[src/design/eth_proto_pkg.sv]
package eth_proto_pkg;

	// header sizes in bytes
	localparam int eth_head_len = 14;
	localparam int ip_head_len = 20;
	localparam int udp_head_len = 8;
	localparam int udp_stack_len = eth_head_len + ip_head_len + udp_head_len;

	// Ethernet header followed by the 28 byte ARP body
	localparam int arp_frame_len = 42;

	localparam logic [15:0] ethertype_ipv4 = 16'h0800;
	localparam logic [15:0] ethertype_arp = 16'h0806;

	// version 4 with a five word header
	localparam logic [7:0] ip_ver_ihl = 8'h45;
	localparam logic [7:0] ip_proto_udp = 8'd17;
	localparam logic [7:0] ip_ttl = 8'd128;

	// the endpoint talks from and to the same port
	localparam logic [15:0] udp_port = 16'hFEEF;

	// byte offsets counted from the first byte of the frame
	localparam logic [5:0] off_dst_mac = 6'd0;
	localparam logic [5:0] off_src_mac = 6'd6;
	localparam logic [5:0] off_ethertype = 6'd12;
	localparam logic [5:0] off_ip_src = 6'd26;
	localparam logic [5:0] off_arp_sender_mac = 6'd22;
	localparam logic [5:0] off_arp_sender_ip = 6'd28;

	localparam logic [15:0] arp_htype_eth = 16'd1;
	localparam logic [7:0] arp_hw_size = 8'd6;
	localparam logic [7:0] arp_proto_size = 8'd4;
	localparam logic [15:0] arp_op_reply = 16'd2;

endpackage

[src/design/commu_pkg.sv]
package commu_pkg;

	typedef logic [7:0] byte_t;
	typedef logic [47:0] mac_t;
	typedef logic [31:0] ip_t;
	typedef logic [10:0] len_t;

	localparam mac_t init_local_mac = 48'h02_00_00_00_00_04;
	localparam mac_t init_dest_mac = 48'h02_00_00_00_00_05;
	localparam ip_t init_local_ip = 32'hC0_A8_01_04;
	localparam ip_t init_dest_ip = 32'hC0_A8_01_05;

	localparam byte_t cmd_set_server = 8'd0;
	localparam byte_t cmd_set_local = 8'd1;

	// command byte, check byte and a 4 byte parameter
	localparam int cmd_len = 6;

	// 42 header bytes plus the command block are kept per frame
	localparam int rx_keep_len = 42 + cmd_len;
	localparam int rx_slots = 4;
	localparam int rx_slot_w = $clog2(rx_slots);
	localparam int rx_ram_depth = rx_slots * rx_keep_len;
	localparam int rx_ram_aw = $clog2(rx_ram_depth);

endpackage

[src/design/tx_frame_sender.sv]
`timescale 1ns/10ps

module tx_frame_sender
(
	input logic i_clk,
	input logic i_rst_n,
	input logic i_trig_send,
	input commu_pkg::len_t i_data_length,
	input commu_pkg::byte_t i_pck_ident,
	input commu_pkg::byte_t i_pck_idx,
	input commu_pkg::byte_t i_cur_byte,
	input commu_pkg::ip_t i_local_ip,
	input commu_pkg::ip_t i_dest_ip,
	input commu_pkg::mac_t i_dest_mac,
	input logic i_arp_req,
	input commu_pkg::ip_t i_arp_ip,
	input commu_pkg::mac_t i_arp_mac,
	output logic o_get_cur_byte,
	output logic o_send_over,
	output logic o_tx_valid,
	output logic o_tx_last,
	output commu_pkg::byte_t o_tx_data
);

	typedef enum logic [2:0]
	{
		st_idle,
		st_head,
		st_ident,
		st_payload,
		st_done,
		st_arp
	} state_t;

	state_t state;
	logic trig_d;
	logic trig_edge;
	logic data_pend;
	logic arp_pend;
	logic take_data;
	logic take_arp;
	logic [5:0] head_cnt;
	commu_pkg::len_t pay_cnt;

	// addresses of the frame on the line, latched when its request is taken
	commu_pkg::mac_t peer_mac;
	commu_pkg::ip_t peer_ip;
	commu_pkg::ip_t own_ip;

	logic [15:0] ip_total_len;
	logic [15:0] udp_len;
	logic [19:0] csum_acc;
	logic [16:0] csum_fold;
	logic [15:0] ip_csum;
	logic [8*eth_proto_pkg::udp_stack_len-1:0] udp_head;
	logic [8*eth_proto_pkg::arp_frame_len-1:0] arp_head;

	assign trig_edge = i_trig_send && !trig_d;
	// a pending ARP reply always goes out before a data frame
	assign take_arp = (state == st_idle) && arp_pend;
	assign take_data = (state == st_idle) && data_pend && !arp_pend;

	// the identifier and index bytes count as UDP payload
	assign ip_total_len = 16'(eth_proto_pkg::ip_head_len + eth_proto_pkg::udp_head_len + 2)
		+ 16'(i_data_length);
	assign udp_len = 16'(eth_proto_pkg::udp_head_len + 2) + 16'(i_data_length);

	// identification, flags and checksum words are zero and drop out of the sum
	always_comb
	begin
		csum_acc = 20'({eth_proto_pkg::ip_ver_ihl, 8'h00}) + 20'(ip_total_len)
			+ 20'({eth_proto_pkg::ip_ttl, eth_proto_pkg::ip_proto_udp})
			+ 20'(own_ip[31:16]) + 20'(own_ip[15:0])
			+ 20'(peer_ip[31:16]) + 20'(peer_ip[15:0]);
		csum_fold = 17'(csum_acc[15:0]) + 17'(csum_acc[19:16]);
		ip_csum = ~(csum_fold[15:0] + 16'(csum_fold[16]));
	end

	assign udp_head =
	{
		peer_mac, commu_pkg::init_local_mac, eth_proto_pkg::ethertype_ipv4,
		eth_proto_pkg::ip_ver_ihl, 8'h00, ip_total_len, 32'h0,
		eth_proto_pkg::ip_ttl, eth_proto_pkg::ip_proto_udp, ip_csum, own_ip, peer_ip,
		eth_proto_pkg::udp_port, eth_proto_pkg::udp_port, udp_len, 16'h0000
	};

	assign arp_head =
	{
		peer_mac, commu_pkg::init_local_mac, eth_proto_pkg::ethertype_arp,
		eth_proto_pkg::arp_htype_eth, eth_proto_pkg::ethertype_ipv4,
		eth_proto_pkg::arp_hw_size, eth_proto_pkg::arp_proto_size, eth_proto_pkg::arp_op_reply,
		commu_pkg::init_local_mac, own_ip, peer_mac, peer_ip
	};

	always_ff @(posedge i_clk or negedge i_rst_n)
	begin
		if (!i_rst_n)
		begin
			state <= st_idle;
			trig_d <= 1'b0;
			data_pend <= 1'b0;
			arp_pend <= 1'b0;
			head_cnt <= '0;
			pay_cnt <= '0;
			o_tx_valid <= 1'b0;
			o_tx_last <= 1'b0;
			o_get_cur_byte <= 1'b0;
			o_send_over <= 1'b0;
		end
		else
		begin
			trig_d <= i_trig_send;
			data_pend <= trig_edge || (data_pend && !take_data);
			arp_pend <= i_arp_req || (arp_pend && !take_arp);
			o_tx_valid <= 1'b0;
			o_tx_last <= 1'b0;
			o_get_cur_byte <= 1'b0;
			o_send_over <= 1'b0;
			case (state)
				st_idle:
				begin
					head_cnt <= '0;
					if (take_arp)
						state <= st_arp;
					else if (take_data)
						state <= st_head;
				end
				st_head:
				begin
					o_tx_valid <= 1'b1;
					head_cnt <= head_cnt + 6'd1;
					if (head_cnt == 6'(eth_proto_pkg::udp_stack_len - 1))
					begin
						head_cnt <= '0;
						state <= st_ident;
					end
				end
				st_ident:
				begin
					o_tx_valid <= 1'b1;
					head_cnt <= head_cnt + 6'd1;
					pay_cnt <= 11'd1;
					if (head_cnt == 6'd1)
					begin
						if (i_data_length == '0)
						begin
							o_tx_last <= 1'b1;
							state <= st_done;
						end
						else
							state <= st_payload;
					end
				end
				st_payload:
				begin
					o_tx_valid <= 1'b1;
					o_get_cur_byte <= 1'b1;
					pay_cnt <= pay_cnt + 11'd1;
					if (pay_cnt == i_data_length)
					begin
						o_tx_last <= 1'b1;
						state <= st_done;
					end
				end
				st_done:
				begin
					o_send_over <= 1'b1;
					state <= st_idle;
				end
				st_arp:
				begin
					o_tx_valid <= 1'b1;
					head_cnt <= head_cnt + 6'd1;
					if (head_cnt == 6'(eth_proto_pkg::arp_frame_len - 1))
					begin
						o_tx_last <= 1'b1;
						state <= st_idle;
					end
				end
				default:
					state <= st_idle;
			endcase
		end
	end

	always_ff @(posedge i_clk)
	begin
		if (take_arp)
		begin
			peer_mac <= i_arp_mac;
			peer_ip <= i_arp_ip;
			own_ip <= i_local_ip;
		end
		else if (take_data)
		begin
			peer_mac <= i_dest_mac;
			peer_ip <= i_dest_ip;
			own_ip <= i_local_ip;
		end

		case (state)
			st_head:
				o_tx_data <= udp_head[8*(eth_proto_pkg::udp_stack_len-1-int'(head_cnt)) +: 8];
			st_ident:
				o_tx_data <= (head_cnt == 6'd0) ? i_pck_ident : i_pck_idx;
			st_payload:
				o_tx_data <= i_cur_byte;
			st_arp:
				o_tx_data <= arp_head[8*(eth_proto_pkg::arp_frame_len-1-int'(head_cnt)) +: 8];
			default:
				o_tx_data <= '0;
		endcase
	end

endmodule

[src/design/rx_frame_buffer.sv]
`timescale 1ns/10ps

module rx_frame_buffer
(
	input logic i_clk,
	input logic i_rst_n,
	input logic i_rx_dv,
	input commu_pkg::byte_t i_rx_data,
	input logic [5:0] i_slot_addr,
	input logic i_slot_release,
	output logic o_slot_valid,
	output commu_pkg::byte_t o_slot_byte
);

	typedef logic [commu_pkg::rx_ram_aw-1:0] ram_addr_t;

	commu_pkg::byte_t ram [commu_pkg::rx_ram_depth];

	// the top bit tells a full ring from an empty one
	logic [commu_pkg::rx_slot_w:0] wr_slot;
	logic [commu_pkg::rx_slot_w:0] rd_slot;
	logic [5:0] wr_cnt;
	logic rx_dv_d;
	logic capture;
	logic frame_start;
	logic frame_end;
	logic accept;
	logic full;
	logic empty;
	logic wr_en;
	ram_addr_t wr_addr;
	ram_addr_t rd_addr;

	assign frame_start = i_rx_dv && !rx_dv_d;
	assign frame_end = !i_rx_dv && rx_dv_d;
	assign empty = (wr_slot == rd_slot);
	assign full = (wr_slot[commu_pkg::rx_slot_w] != rd_slot[commu_pkg::rx_slot_w])
		&& (wr_slot[commu_pkg::rx_slot_w-1:0] == rd_slot[commu_pkg::rx_slot_w-1:0]);

	// a frame is taken or refused as a whole on its first byte
	assign accept = frame_start ? !full : capture;
	assign wr_en = i_rx_dv && accept && (wr_cnt < 6'(commu_pkg::rx_keep_len));

	assign wr_addr = ram_addr_t'(wr_slot[commu_pkg::rx_slot_w-1:0])
		* ram_addr_t'(commu_pkg::rx_keep_len) + ram_addr_t'(wr_cnt);
	assign rd_addr = ram_addr_t'(rd_slot[commu_pkg::rx_slot_w-1:0])
		* ram_addr_t'(commu_pkg::rx_keep_len) + ram_addr_t'(i_slot_addr);

	always_ff @(posedge i_clk or negedge i_rst_n)
	begin
		if (!i_rst_n)
		begin
			rx_dv_d <= 1'b0;
			capture <= 1'b0;
			wr_cnt <= '0;
			wr_slot <= '0;
			rd_slot <= '0;
		end
		else
		begin
			rx_dv_d <= i_rx_dv;
			if (frame_start)
				capture <= !full;
			if (wr_en)
				wr_cnt <= wr_cnt + 6'd1;
			if (frame_end)
			begin
				capture <= 1'b0;
				wr_cnt <= '0;
				if (capture)
					wr_slot <= wr_slot + 1'b1;
			end
			if (i_slot_release && !empty)
				rd_slot <= rd_slot + 1'b1;
		end
	end

	always_ff @(posedge i_clk)
	begin
		if (wr_en)
			ram[wr_addr] <= i_rx_data;
	end

	assign o_slot_valid = !empty;
	assign o_slot_byte = ram[rd_addr];

endmodule

[src/design/rx_cmd_parser.sv]
`timescale 1ns/10ps

module rx_cmd_parser
(
	input logic i_clk,
	input logic i_rst_n,
	input logic i_slot_valid,
	input commu_pkg::byte_t i_slot_byte,
	output logic [5:0] o_slot_addr,
	output logic o_slot_release,
	output commu_pkg::ip_t o_local_ip,
	output commu_pkg::ip_t o_dest_ip,
	output commu_pkg::mac_t o_dest_mac,
	output logic o_arp_req,
	output commu_pkg::ip_t o_arp_ip,
	output commu_pkg::mac_t o_arp_mac,
	output commu_pkg::byte_t o_cmd,
	output logic [31:0] o_param,
	output logic o_cmd_come
);

	typedef enum logic [1:0]
	{
		st_idle,
		st_load,
		st_decide
	} state_t;

	state_t state;
	// the first stored byte ends up in the top byte after the walk
	logic [8*commu_pkg::rx_keep_len-1:0] frame_q;
	commu_pkg::mac_t rx_dst_mac;
	commu_pkg::mac_t rx_src_mac;
	commu_pkg::mac_t rx_arp_mac;
	logic [15:0] rx_ethertype;
	commu_pkg::ip_t rx_ip_src;
	commu_pkg::ip_t rx_arp_ip;
	commu_pkg::byte_t rx_cmd;
	commu_pkg::byte_t rx_check;
	logic [31:0] rx_param;
	logic mac_ok;
	logic do_arp;
	logic do_cmd;

	function automatic int field_lsb(input int offset, input int len);
		return 8 * (commu_pkg::rx_keep_len - offset - len);
	endfunction

	assign rx_dst_mac = frame_q[field_lsb(eth_proto_pkg::off_dst_mac, 6) +: 48];
	assign rx_src_mac = frame_q[field_lsb(eth_proto_pkg::off_src_mac, 6) +: 48];
	assign rx_ethertype = frame_q[field_lsb(eth_proto_pkg::off_ethertype, 2) +: 16];
	assign rx_ip_src = frame_q[field_lsb(eth_proto_pkg::off_ip_src, 4) +: 32];
	assign rx_arp_mac = frame_q[field_lsb(eth_proto_pkg::off_arp_sender_mac, 6) +: 48];
	assign rx_arp_ip = frame_q[field_lsb(eth_proto_pkg::off_arp_sender_ip, 4) +: 32];
	// the command block sits right behind the UDP header
	assign rx_cmd = frame_q[field_lsb(eth_proto_pkg::udp_stack_len, 1) +: 8];
	assign rx_check = frame_q[field_lsb(eth_proto_pkg::udp_stack_len + 1, 1) +: 8];
	assign rx_param = frame_q[field_lsb(eth_proto_pkg::udp_stack_len + 2, 4) +: 32];

	assign mac_ok = (rx_dst_mac == commu_pkg::init_local_mac) || (&rx_dst_mac);
	assign do_arp = (state == st_decide) && mac_ok
		&& (rx_ethertype == eth_proto_pkg::ethertype_arp);
	assign do_cmd = (state == st_decide) && mac_ok
		&& (rx_ethertype == eth_proto_pkg::ethertype_ipv4) && (rx_check == ~rx_cmd);

	// every frame leaves through the decide state, so every path frees its slot
	assign o_slot_release = (state == st_decide);

	always_ff @(posedge i_clk or negedge i_rst_n)
	begin
		if (!i_rst_n)
		begin
			state <= st_idle;
			o_slot_addr <= '0;
			o_local_ip <= commu_pkg::init_local_ip;
			o_dest_ip <= commu_pkg::init_dest_ip;
			o_dest_mac <= commu_pkg::init_dest_mac;
			o_arp_req <= 1'b0;
			o_cmd_come <= 1'b0;
		end
		else
		begin
			o_arp_req <= do_arp;
			o_cmd_come <= 1'b0;
			case (state)
				st_idle:
					if (i_slot_valid)
						state <= st_load;
				st_load:
				begin
					o_slot_addr <= o_slot_addr + 6'd1;
					if (o_slot_addr == 6'(commu_pkg::rx_keep_len - 1))
						state <= st_decide;
				end
				st_decide:
				begin
					o_slot_addr <= '0;
					state <= st_idle;
				end
				default:
					state <= st_idle;
			endcase
			if (do_cmd)
			begin
				if (rx_cmd == commu_pkg::cmd_set_local)
					o_local_ip <= rx_param;
				else if (rx_cmd == commu_pkg::cmd_set_server)
				begin
					o_dest_ip <= rx_ip_src;
					o_dest_mac <= rx_src_mac;
				end
				else
					o_cmd_come <= 1'b1;
			end
		end
	end

	always_ff @(posedge i_clk)
	begin
		if (state == st_load)
			frame_q <= {frame_q[8*(commu_pkg::rx_keep_len-1)-1:0], i_slot_byte};
		if (do_arp)
		begin
			o_arp_ip <= rx_arp_ip;
			o_arp_mac <= rx_arp_mac;
		end
		if (do_cmd)
		begin
			o_cmd <= rx_cmd;
			o_param <= rx_param;
		end
	end

endmodule

[src/design/eth_commu_top.sv]
`timescale 1ns/10ps

module eth_commu_top
(
	input logic i_clk,
	input logic i_rst_n,
	input logic i_trig_send,
	input commu_pkg::len_t i_data_length,
	input commu_pkg::byte_t i_pck_ident,
	input commu_pkg::byte_t i_pck_idx,
	input commu_pkg::byte_t i_cur_byte,
	output logic o_get_cur_byte,
	output logic o_send_over,
	output logic o_tx_valid,
	output logic o_tx_last,
	output commu_pkg::byte_t o_tx_data,
	input logic i_rx_dv,
	input commu_pkg::byte_t i_rx_data,
	output commu_pkg::byte_t o_cmd,
	output logic [31:0] o_param,
	output logic o_cmd_come
);

	commu_pkg::ip_t local_ip;
	commu_pkg::ip_t dest_ip;
	commu_pkg::mac_t dest_mac;
	logic arp_req;
	commu_pkg::ip_t arp_ip;
	commu_pkg::mac_t arp_mac;

	logic slot_valid;
	commu_pkg::byte_t slot_byte;
	logic [5:0] slot_addr;
	logic slot_release;

	tx_frame_sender u_sender
	(
		.i_clk(i_clk),
		.i_rst_n(i_rst_n),
		.i_trig_send(i_trig_send),
		.i_data_length(i_data_length),
		.i_pck_ident(i_pck_ident),
		.i_pck_idx(i_pck_idx),
		.i_cur_byte(i_cur_byte),
		.i_local_ip(local_ip),
		.i_dest_ip(dest_ip),
		.i_dest_mac(dest_mac),
		.i_arp_req(arp_req),
		.i_arp_ip(arp_ip),
		.i_arp_mac(arp_mac),
		.o_get_cur_byte(o_get_cur_byte),
		.o_send_over(o_send_over),
		.o_tx_valid(o_tx_valid),
		.o_tx_last(o_tx_last),
		.o_tx_data(o_tx_data)
	);

	rx_frame_buffer u_rx_buf
	(
		.i_clk(i_clk),
		.i_rst_n(i_rst_n),
		.i_rx_dv(i_rx_dv),
		.i_rx_data(i_rx_data),
		.i_slot_addr(slot_addr),
		.i_slot_release(slot_release),
		.o_slot_valid(slot_valid),
		.o_slot_byte(slot_byte)
	);

	rx_cmd_parser u_parser
	(
		.i_clk(i_clk),
		.i_rst_n(i_rst_n),
		.i_slot_valid(slot_valid),
		.i_slot_byte(slot_byte),
		.o_slot_addr(slot_addr),
		.o_slot_release(slot_release),
		.o_local_ip(local_ip),
		.o_dest_ip(dest_ip),
		.o_dest_mac(dest_mac),
		.o_arp_req(arp_req),
		.o_arp_ip(arp_ip),
		.o_arp_mac(arp_mac),
		.o_cmd(o_cmd),
		.o_param(o_param),
		.o_cmd_come(o_cmd_come)
	);

endmodule

[config.mk]
export PLATFORM = sky130hd
export DESIGN_NAME = eth_commu_top
export DESIGN_NICKNAME = d
export VERILOG_FILES = /design/src/design/eth_proto_pkg.sv /design/src/design/commu_pkg.sv /design/src/design/tx_frame_sender.sv /design/src/design/rx_frame_buffer.sv /design/src/design/rx_cmd_parser.sv /design/src/design/eth_commu_top.sv
export SDC_FILE = /design/constraint.sdc
export NUM_CORES = 2
export LEC_CHECK = 0
export BUFFER_PORTS_ARGS = -buffer_cell sky130_fd_sc_hd__buf_2
export CELL_PAD_IN_SITES_DETAIL_PLACEMENT = 1
export CELL_PAD_IN_SITES_GLOBAL_PLACEMENT = 1
export CORE_ASPECT_RATIO = 1.25
export CORE_UTILIZATION = 36
export CTS_BUF_LIST = sky130_fd_sc_hd__clkbuf_8
export DETAILED_ROUTE_END_ITERATION = 6
export PLACE_DENSITY = 0.61
export SYNTH_ARGS = -nofsm -noshare
export SYNTH_HDL_FRONTEND = slang
export SYNTH_HIERARCHICAL = 1
export SYNTH_SLANG_ARGS = --single-unit
[constraint.sdc]
create_clock -name i_clk -period 12.8 [get_ports i_clk]
set_input_delay 0 -clock i_clk [delete_from_list [all_inputs] [get_ports i_clk]]
set_output_delay 0 -clock i_clk [all_outputs]
set_load 0.01 [all_outputs]
# == Word level (Yosys, flattened, before mapping) ==
# Memory sizes are Yosys's and may differ from the RTL's. A register that Yosys moved wholly into a read port is not among the register bits.
# Cells that the tools add are included.
# W data, S select, Z words.
# totals
ff_bits,787
ramBits,1536
out_inout_bits,53
memories,1
# memory_table
memory,words,word_bits,read_ports,rd_clocked_by_memory_dff,wr,line_no,rtl
u_rx_buf.ram,192,8,1,1,1,rx_frame_buffer.sv:17,commu_pkg::byte_t ram [commu_pkg::rx_ram_depth];
# op_classes
bitwise,3
shifts,2
order_cmp,1
reduce_logical,45
muxes,40
eq_ne,26
addsub,19
multipliers,2
# op_table
cell,count
$shiftx A336 B32 Y8,2
$mux W32,4
$mux W48,2
$add A20 B16 Y20,4
$eq A48 B42 Y1 const B,1
$reduce_and A48 Y1,1
$eq A16 B12 Y1 const B,2
$pmux W8 S4,1
$pmux W11 S2,1
$mux W3,7
$add A20 B16 Y20 const B,1
$add A6 B1 Y6 const B,3
$mux W6,3
$pmux W6 S3,1
$add A15 B16 Y17 const A,1
$add A16 B4 Y17,1
$add A16 B1 Y16,1
$add A8 B6 Y8,2
$logic_and A1 B1 Y1,16
$not A16 Y16,1
$pmux W3 S5,1
$mux W1,14
$add A4 B11 Y12 const A,1
$add A5 B11 Y12 const A,1
other kinds (42),66

# == Depth between registers and ports, before layout ==
# depth
ltp_word,12
ltp_mapped,36
mapped_depth_nobuf,33

# == By module ==
# Netlist, hierarchy kept.
# by_module_without_submodules
mod,seq_area_each_um2,cells_each,instances,area_per_inst_um2
rx_frame_buffer,46474.6,2909,1,60679.4
rx_cmd_parser,18210.0,849,1,20402.1
tx_frame_sender,4199.0,1192,1,12021.5

# == Worst setup path after synthesis ==
# No wires, ideal clock.
# synth_timing
kind,flip-flop to flip-flop
from,register u_parser.state[1]
to,register u_parser.state[1]
t_arrival_ns,11.476
stages_incl_launch_ff,6
setup_slack_ns,1.199
path_buffers,0
synth_period_minus_slack_ns,11.601
required_time_ns,12.675
cell_sequence,dfrtp_1 inv_1 ha_1 o21ai_0 o21ai_0 mux2_2
# synth_between
elab_chain_cells,3
# synth_lines
item,line_no,rtl
"start, declared",rx_cmd_parser.sv:29,state_t state;
"start signal, assigned",rx_cmd_parser.sv:73,state <= st_idle;
"start signal, assigned",rx_cmd_parser.sv:88,state <= st_load;
"start signal, assigned",rx_cmd_parser.sv:93,state <= st_decide;
$eq A2 B1 Y1 or $logic_not A2 Y1 (tied branches),rx_cmd_parser.sv:85,case (state)
$ne A2 B1 Y1 (no line) or $ne A2 B2 Y1 (tied branches),-,
$reduce_and A2 Y1 (no line),-,
# Parallel ways exist; a longest one is shown, timed or not.
# A chain may end at the register's enable or synchronous reset.

# == Worst setup path after layout ==
# layout_timing
from,register u_sender.peer_ip[2]
to,register u_sender.o_tx_data[2]
# layout_between
elab_chain_cells,6
# layout_lines
item,line_no,rtl
"start, declared",tx_frame_sender.sv:47,commu_pkg::ip_t peer_ip;
"start signal, assigned",tx_frame_sender.sv:191,peer_ip <= i_arp_ip;
"start signal, assigned",tx_frame_sender.sv:197,peer_ip <= i_dest_ip;
$add A20 B16 Y20,tx_frame_sender.sv:74,+ 20'(peer_ip[31:16]) + 20'(peer_ip[15:0]);
$add A16 B4 Y17,tx_frame_sender.sv:75,csum_fold = 17'(csum_acc[15:0]) + 17'(csum_acc[19:16]);
$add A16 B1 Y16,tx_frame_sender.sv:76,ip_csum = ~(csum_fold[15:0] + 16'(csum_fold[16]));
$not A16 Y16,tx_frame_sender.sv:76,
$shiftx A336 B32 Y8,tx_frame_sender.sv:203,o_tx_data <= udp_head[8*(eth_proto_pkg::udp_stack_len-1-int'(head_cnt)) +: 8];
$pmux W8 S4 (*),tx_frame_sender.sv:201,case (state)
"end signal, assigned",tx_frame_sender.sv:203,
"end signal, assigned",tx_frame_sender.sv:205,o_tx_data <= (head_cnt == 6'd0) ? i_pck_ident : i_pck_idx;
"end signal, assigned",tx_frame_sender.sv:207,o_tx_data <= i_cur_byte;
"end, declared",tx_frame_sender.sv:22,output commu_pkg::byte_t o_tx_data
# Every way passes the cells marked *; elsewhere a longest branch is shown, timed or not.

==> summary.txt <==
Status
  – Outcome: complete, no violations

Floorplanning
  – Row count: 208
  – Die area: 260700 µm²
  – Starting Density: 0.3625
  – Chip Width: 456.9 µm
  – Core ar.: 256900 µm²
  – IO Pins: 100
  – Die Span Y: roughly 570 µm

GRT
  – Total grt overflow: 0
  – GR Util met1: 0.2359
  – Largest net degree at the start of global routing: 170
  – Met2 usage: 0.3484
  – Vias in the first global route: between 50000 and 60000
  – GR peak layer: met2
  – Antenna violations before repair: 9
  – First-pass GRT wire length: around 370 mm
  – Global Route Usage Sum: 0.1968
  – Met3 usage: 0.03109

Timing
  – Final worst clock skew: 0.07583 ns
  – Max-slew violations: 0
  – Setup TNS: 0 ns
  – RSZ-0062 raised after global routing: false
  – Tmin final: 8.263 ns
  – Hold Worst Slack: 0.07920 ns
  – Final worst-path cycle share: 0.6456
  – Setup violations, final: 0
  – Final hold violation count: 0
  – Fmax: roughly 0.12 GHz
  – Relative slew slack: 0.1568
  – Worst slew pin tran: 1.260 ns

CTS
  – Num CTS Buffers: between 300 and 400
  – Worst skew pair latency: 1.01 ns
  – CTS root buffer: clkbuf_8
  – CTS resizes: 0
  – CTS tree: yes
  – Max Buffers Root-to-Sink: 4
  – Clk pin slew, worst setup/hold paths: 0.06 ns
  – H-tree Lvls: 5
  – CTS Sinks: 2323

Final layout
  – Nets@finish: 5466
  – Layout cell share with drive strength beyond 1: 0.2357
  – Final instance area: 104600 µm²
  – Most common cell after layout, fill and taps aside: edfxtp_1
  – Most frequent cells in the layout: 2152 x edfxtp_1, 398 x clkbuf_8, 382 x mux4_2, 303 x nor2_1, 269 x inv_1
  – Area added between synthesis and finish: 12.39%

Placed design
  – Area after DPL: 97270 µm²
  – Hpwl dp: 162.4 mm
  – # port buffers: 99
  – RePlAce Congestion: 0.8713

Hold path
  – Min-Delay Path Class: in -> reg

Setup path
  – Largest stage delay, worst path: 0.57 ns
  – Worst setup EP type: flop
  – Crit path max-delay cell type: fa_1
  – Crit path required time: 13.71 ns
  – Critical Path AT: 9.17 ns
  – CP max FO: 5
  – Reg2Reg Setup Slack: 4.54 ns
  – Startpoint Class: flop
  – Setup CP Type: reg -> reg
  – CP dominant cell by count: fa_1

Power and ir drop
  – Lkg Pwr: 0.03494 µW
  – PwrDens: ~230 nW/µm²
  – Max VDD drop: 0.1974 mV

Route
  – Routed vias: ~49000
  – Drt total wl: between 200 and 300 mm
  – DRC Markers: 0
  – WL per Instance: 28.86 µm
  – Drt pass-1 iters: 6
  – Vias/cell: 5.432
  – Final antenna-violating net count: 0
  – 1st-iter DRT viols: 3953

Logic synthesis
  – Avg Cell Area, Syn: 18.81 µm²
  – Ys flop type: edfxtp_1
  – Largest area contributor in the netlist: edfxtp_1
  – Seq/Total Area, Yosys: 0.7399
  – Post-synthesis compound-gate area fraction: 0.04029
  – Syn nets: 5108
  – Ranking of synthesized cells by area: edfxtp_1 69%, mux4_2 9.2%, dfrtp_1 3.9%
  – Synth warn: 6
  – Cells after synthesis: slightly below 5000
  – Post-synthesis mux area share: 0.1319
  – EDFF count, synth: roughly 2200
  – Post-Synthesis Cell Area: 93100 µm²
  – Post-Synth Simple-Gate Area: 0.03990
  – Synth top area share: 0.6941
  – Register bit count reported by yosys: 2323
  – Largest family of logic cells by synthesized area: multiplexers
  – Adder-cell area share of the yosys netlist: 0.01871
  – Async S/R FF share, synth: 0.07017
  – Synth Area in XOR/XNOR: 0.007808
  – Post-synthesis cell type count: 95

Run
  – Maxcap violations: 0
final timing paths:
path,startpoint,cells past startpoint,end
setup / recovery,u_sender/peer_ip[2],29,u_sender/o_tx_data[2]
hold / removal,i_rx_dv,4,u_rx_buf/capture
setup reg to reg,u_sender/peer_ip[2],29,u_sender/o_tx_data[2]
hold reg to reg,u_parser/frame_q[251],0,u_parser/frame_q[259]
max in group asynchronous,i_rst_n,4,u_sender/head_cnt[0]
min in group asynchronous,i_rst_n,3,u_parser/o_dest_ip[31]
cell families after synthesis:
kind of cell | Yosys count
AOI/OAI and AO/OA | 541
DFF | 2323
muxes | 710
and+or+nand+nor | 791
buffers and inverters | 391
adders and majority gates | 111
xor gates and xnor gates | 83
synth_stat cells, types with 18 or more instances:
master,instances
xnor2_1,62
clkbuf_1,126
edfxtp_1,2152
mux2_4,30
buf_2,43
buf_1,22
mux4_2,382
nor4_1,40
nand2_1,174
a22o_1,18
a22oi_1,69
inv_1,132
a21oi_1,103
o22ai_1,48
nand3_1,67
nor2b_1,23
mux2_2,183
nand2b_1,21
fa_1,47
mux2i_1,103
dfstp_2,18
ha_1,64
o21ai_0,79
nor3_1,47
nor2_1,306
a221oi_1,21
nand4_1,30
xor2_1,21
dfrtp_1,145
a31oi_1,27
buf_6,39
registers in the layout, summed over array words and instances (netlist names), 6 cells and up:
signal	cells
u_parser/frame_q	384
u_parser/o_arp_ip	32
u_parser/o_arp_mac	48
u_parser/o_cmd	8
u_parser/o_dest_ip	32
u_parser/o_dest_mac	48
u_parser/o_local_ip	32
u_parser/o_param	32
u_parser/o_slot_addr	6
u_rx_buf/ram	1536
u_rx_buf/wr_cnt	6
u_sender/head_cnt	6
u_sender/o_tx_data	8
u_sender/own_ip	32
u_sender/pay_cnt	11
u_sender/peer_ip	32
u_sender/peer_mac	48
stage by stage:
stage	worst slack [ns]	total power [µW]	cells	utilization
6_report	4.537	24560	8971	0.4074
5_1_grt	4.069	25630	8966	0.4073
4_1_cts	4.614	24820	8964	0.4073
3_5_place_dp	4.682	18710	8242	0.3787
3_3_place_gp	4.882	18650	8242	0.3787
2_1_floorplan	1.199	15550	4950	-
worst max-delay path: cells and delay by family (launching register included):
family	cells	cell delay, ns
fa+ha+maj	9	3.09
flops	1	0.37
xor+xnor	1	0.16
buf+inv	3	0.71
simple gates	5	1.25
compound gates	11	2.58
layout make-up:
class,instances,area (µm²)
flip-flops and latches,2323,68900
diodes,7,17.52
well taps,3360,4204
multi-input cells,2236,22340
inverters,135,506.7
clock buffers,397,5464
fillers,24970,152200
clock inverters,279,1404
repair buffers,234,1800
routing by layer:
metal  part of all wire  up-vias
met2               0.52     1503
met4              0.045        0
met5                  0        -
li1                   -    20570
met1               0.39    26180
met3              0.050      490
power breakdown:
group          switching [µW]  leakage [µW]  internal [µW]
sequential                602        0.0218           9370
clock                    2960       0.00402           3020
combinational            5620       0.00914           3000
what timing repair did:
| item | 4_1_cts | 5_1_grt |
|---|---|---|
| hold endpoints to repair | 1044 | 0 |
| setup buffers | 0 | 0 |
| hold buffers | 46 | 0 |
Power figures use the tool's default switching activity.
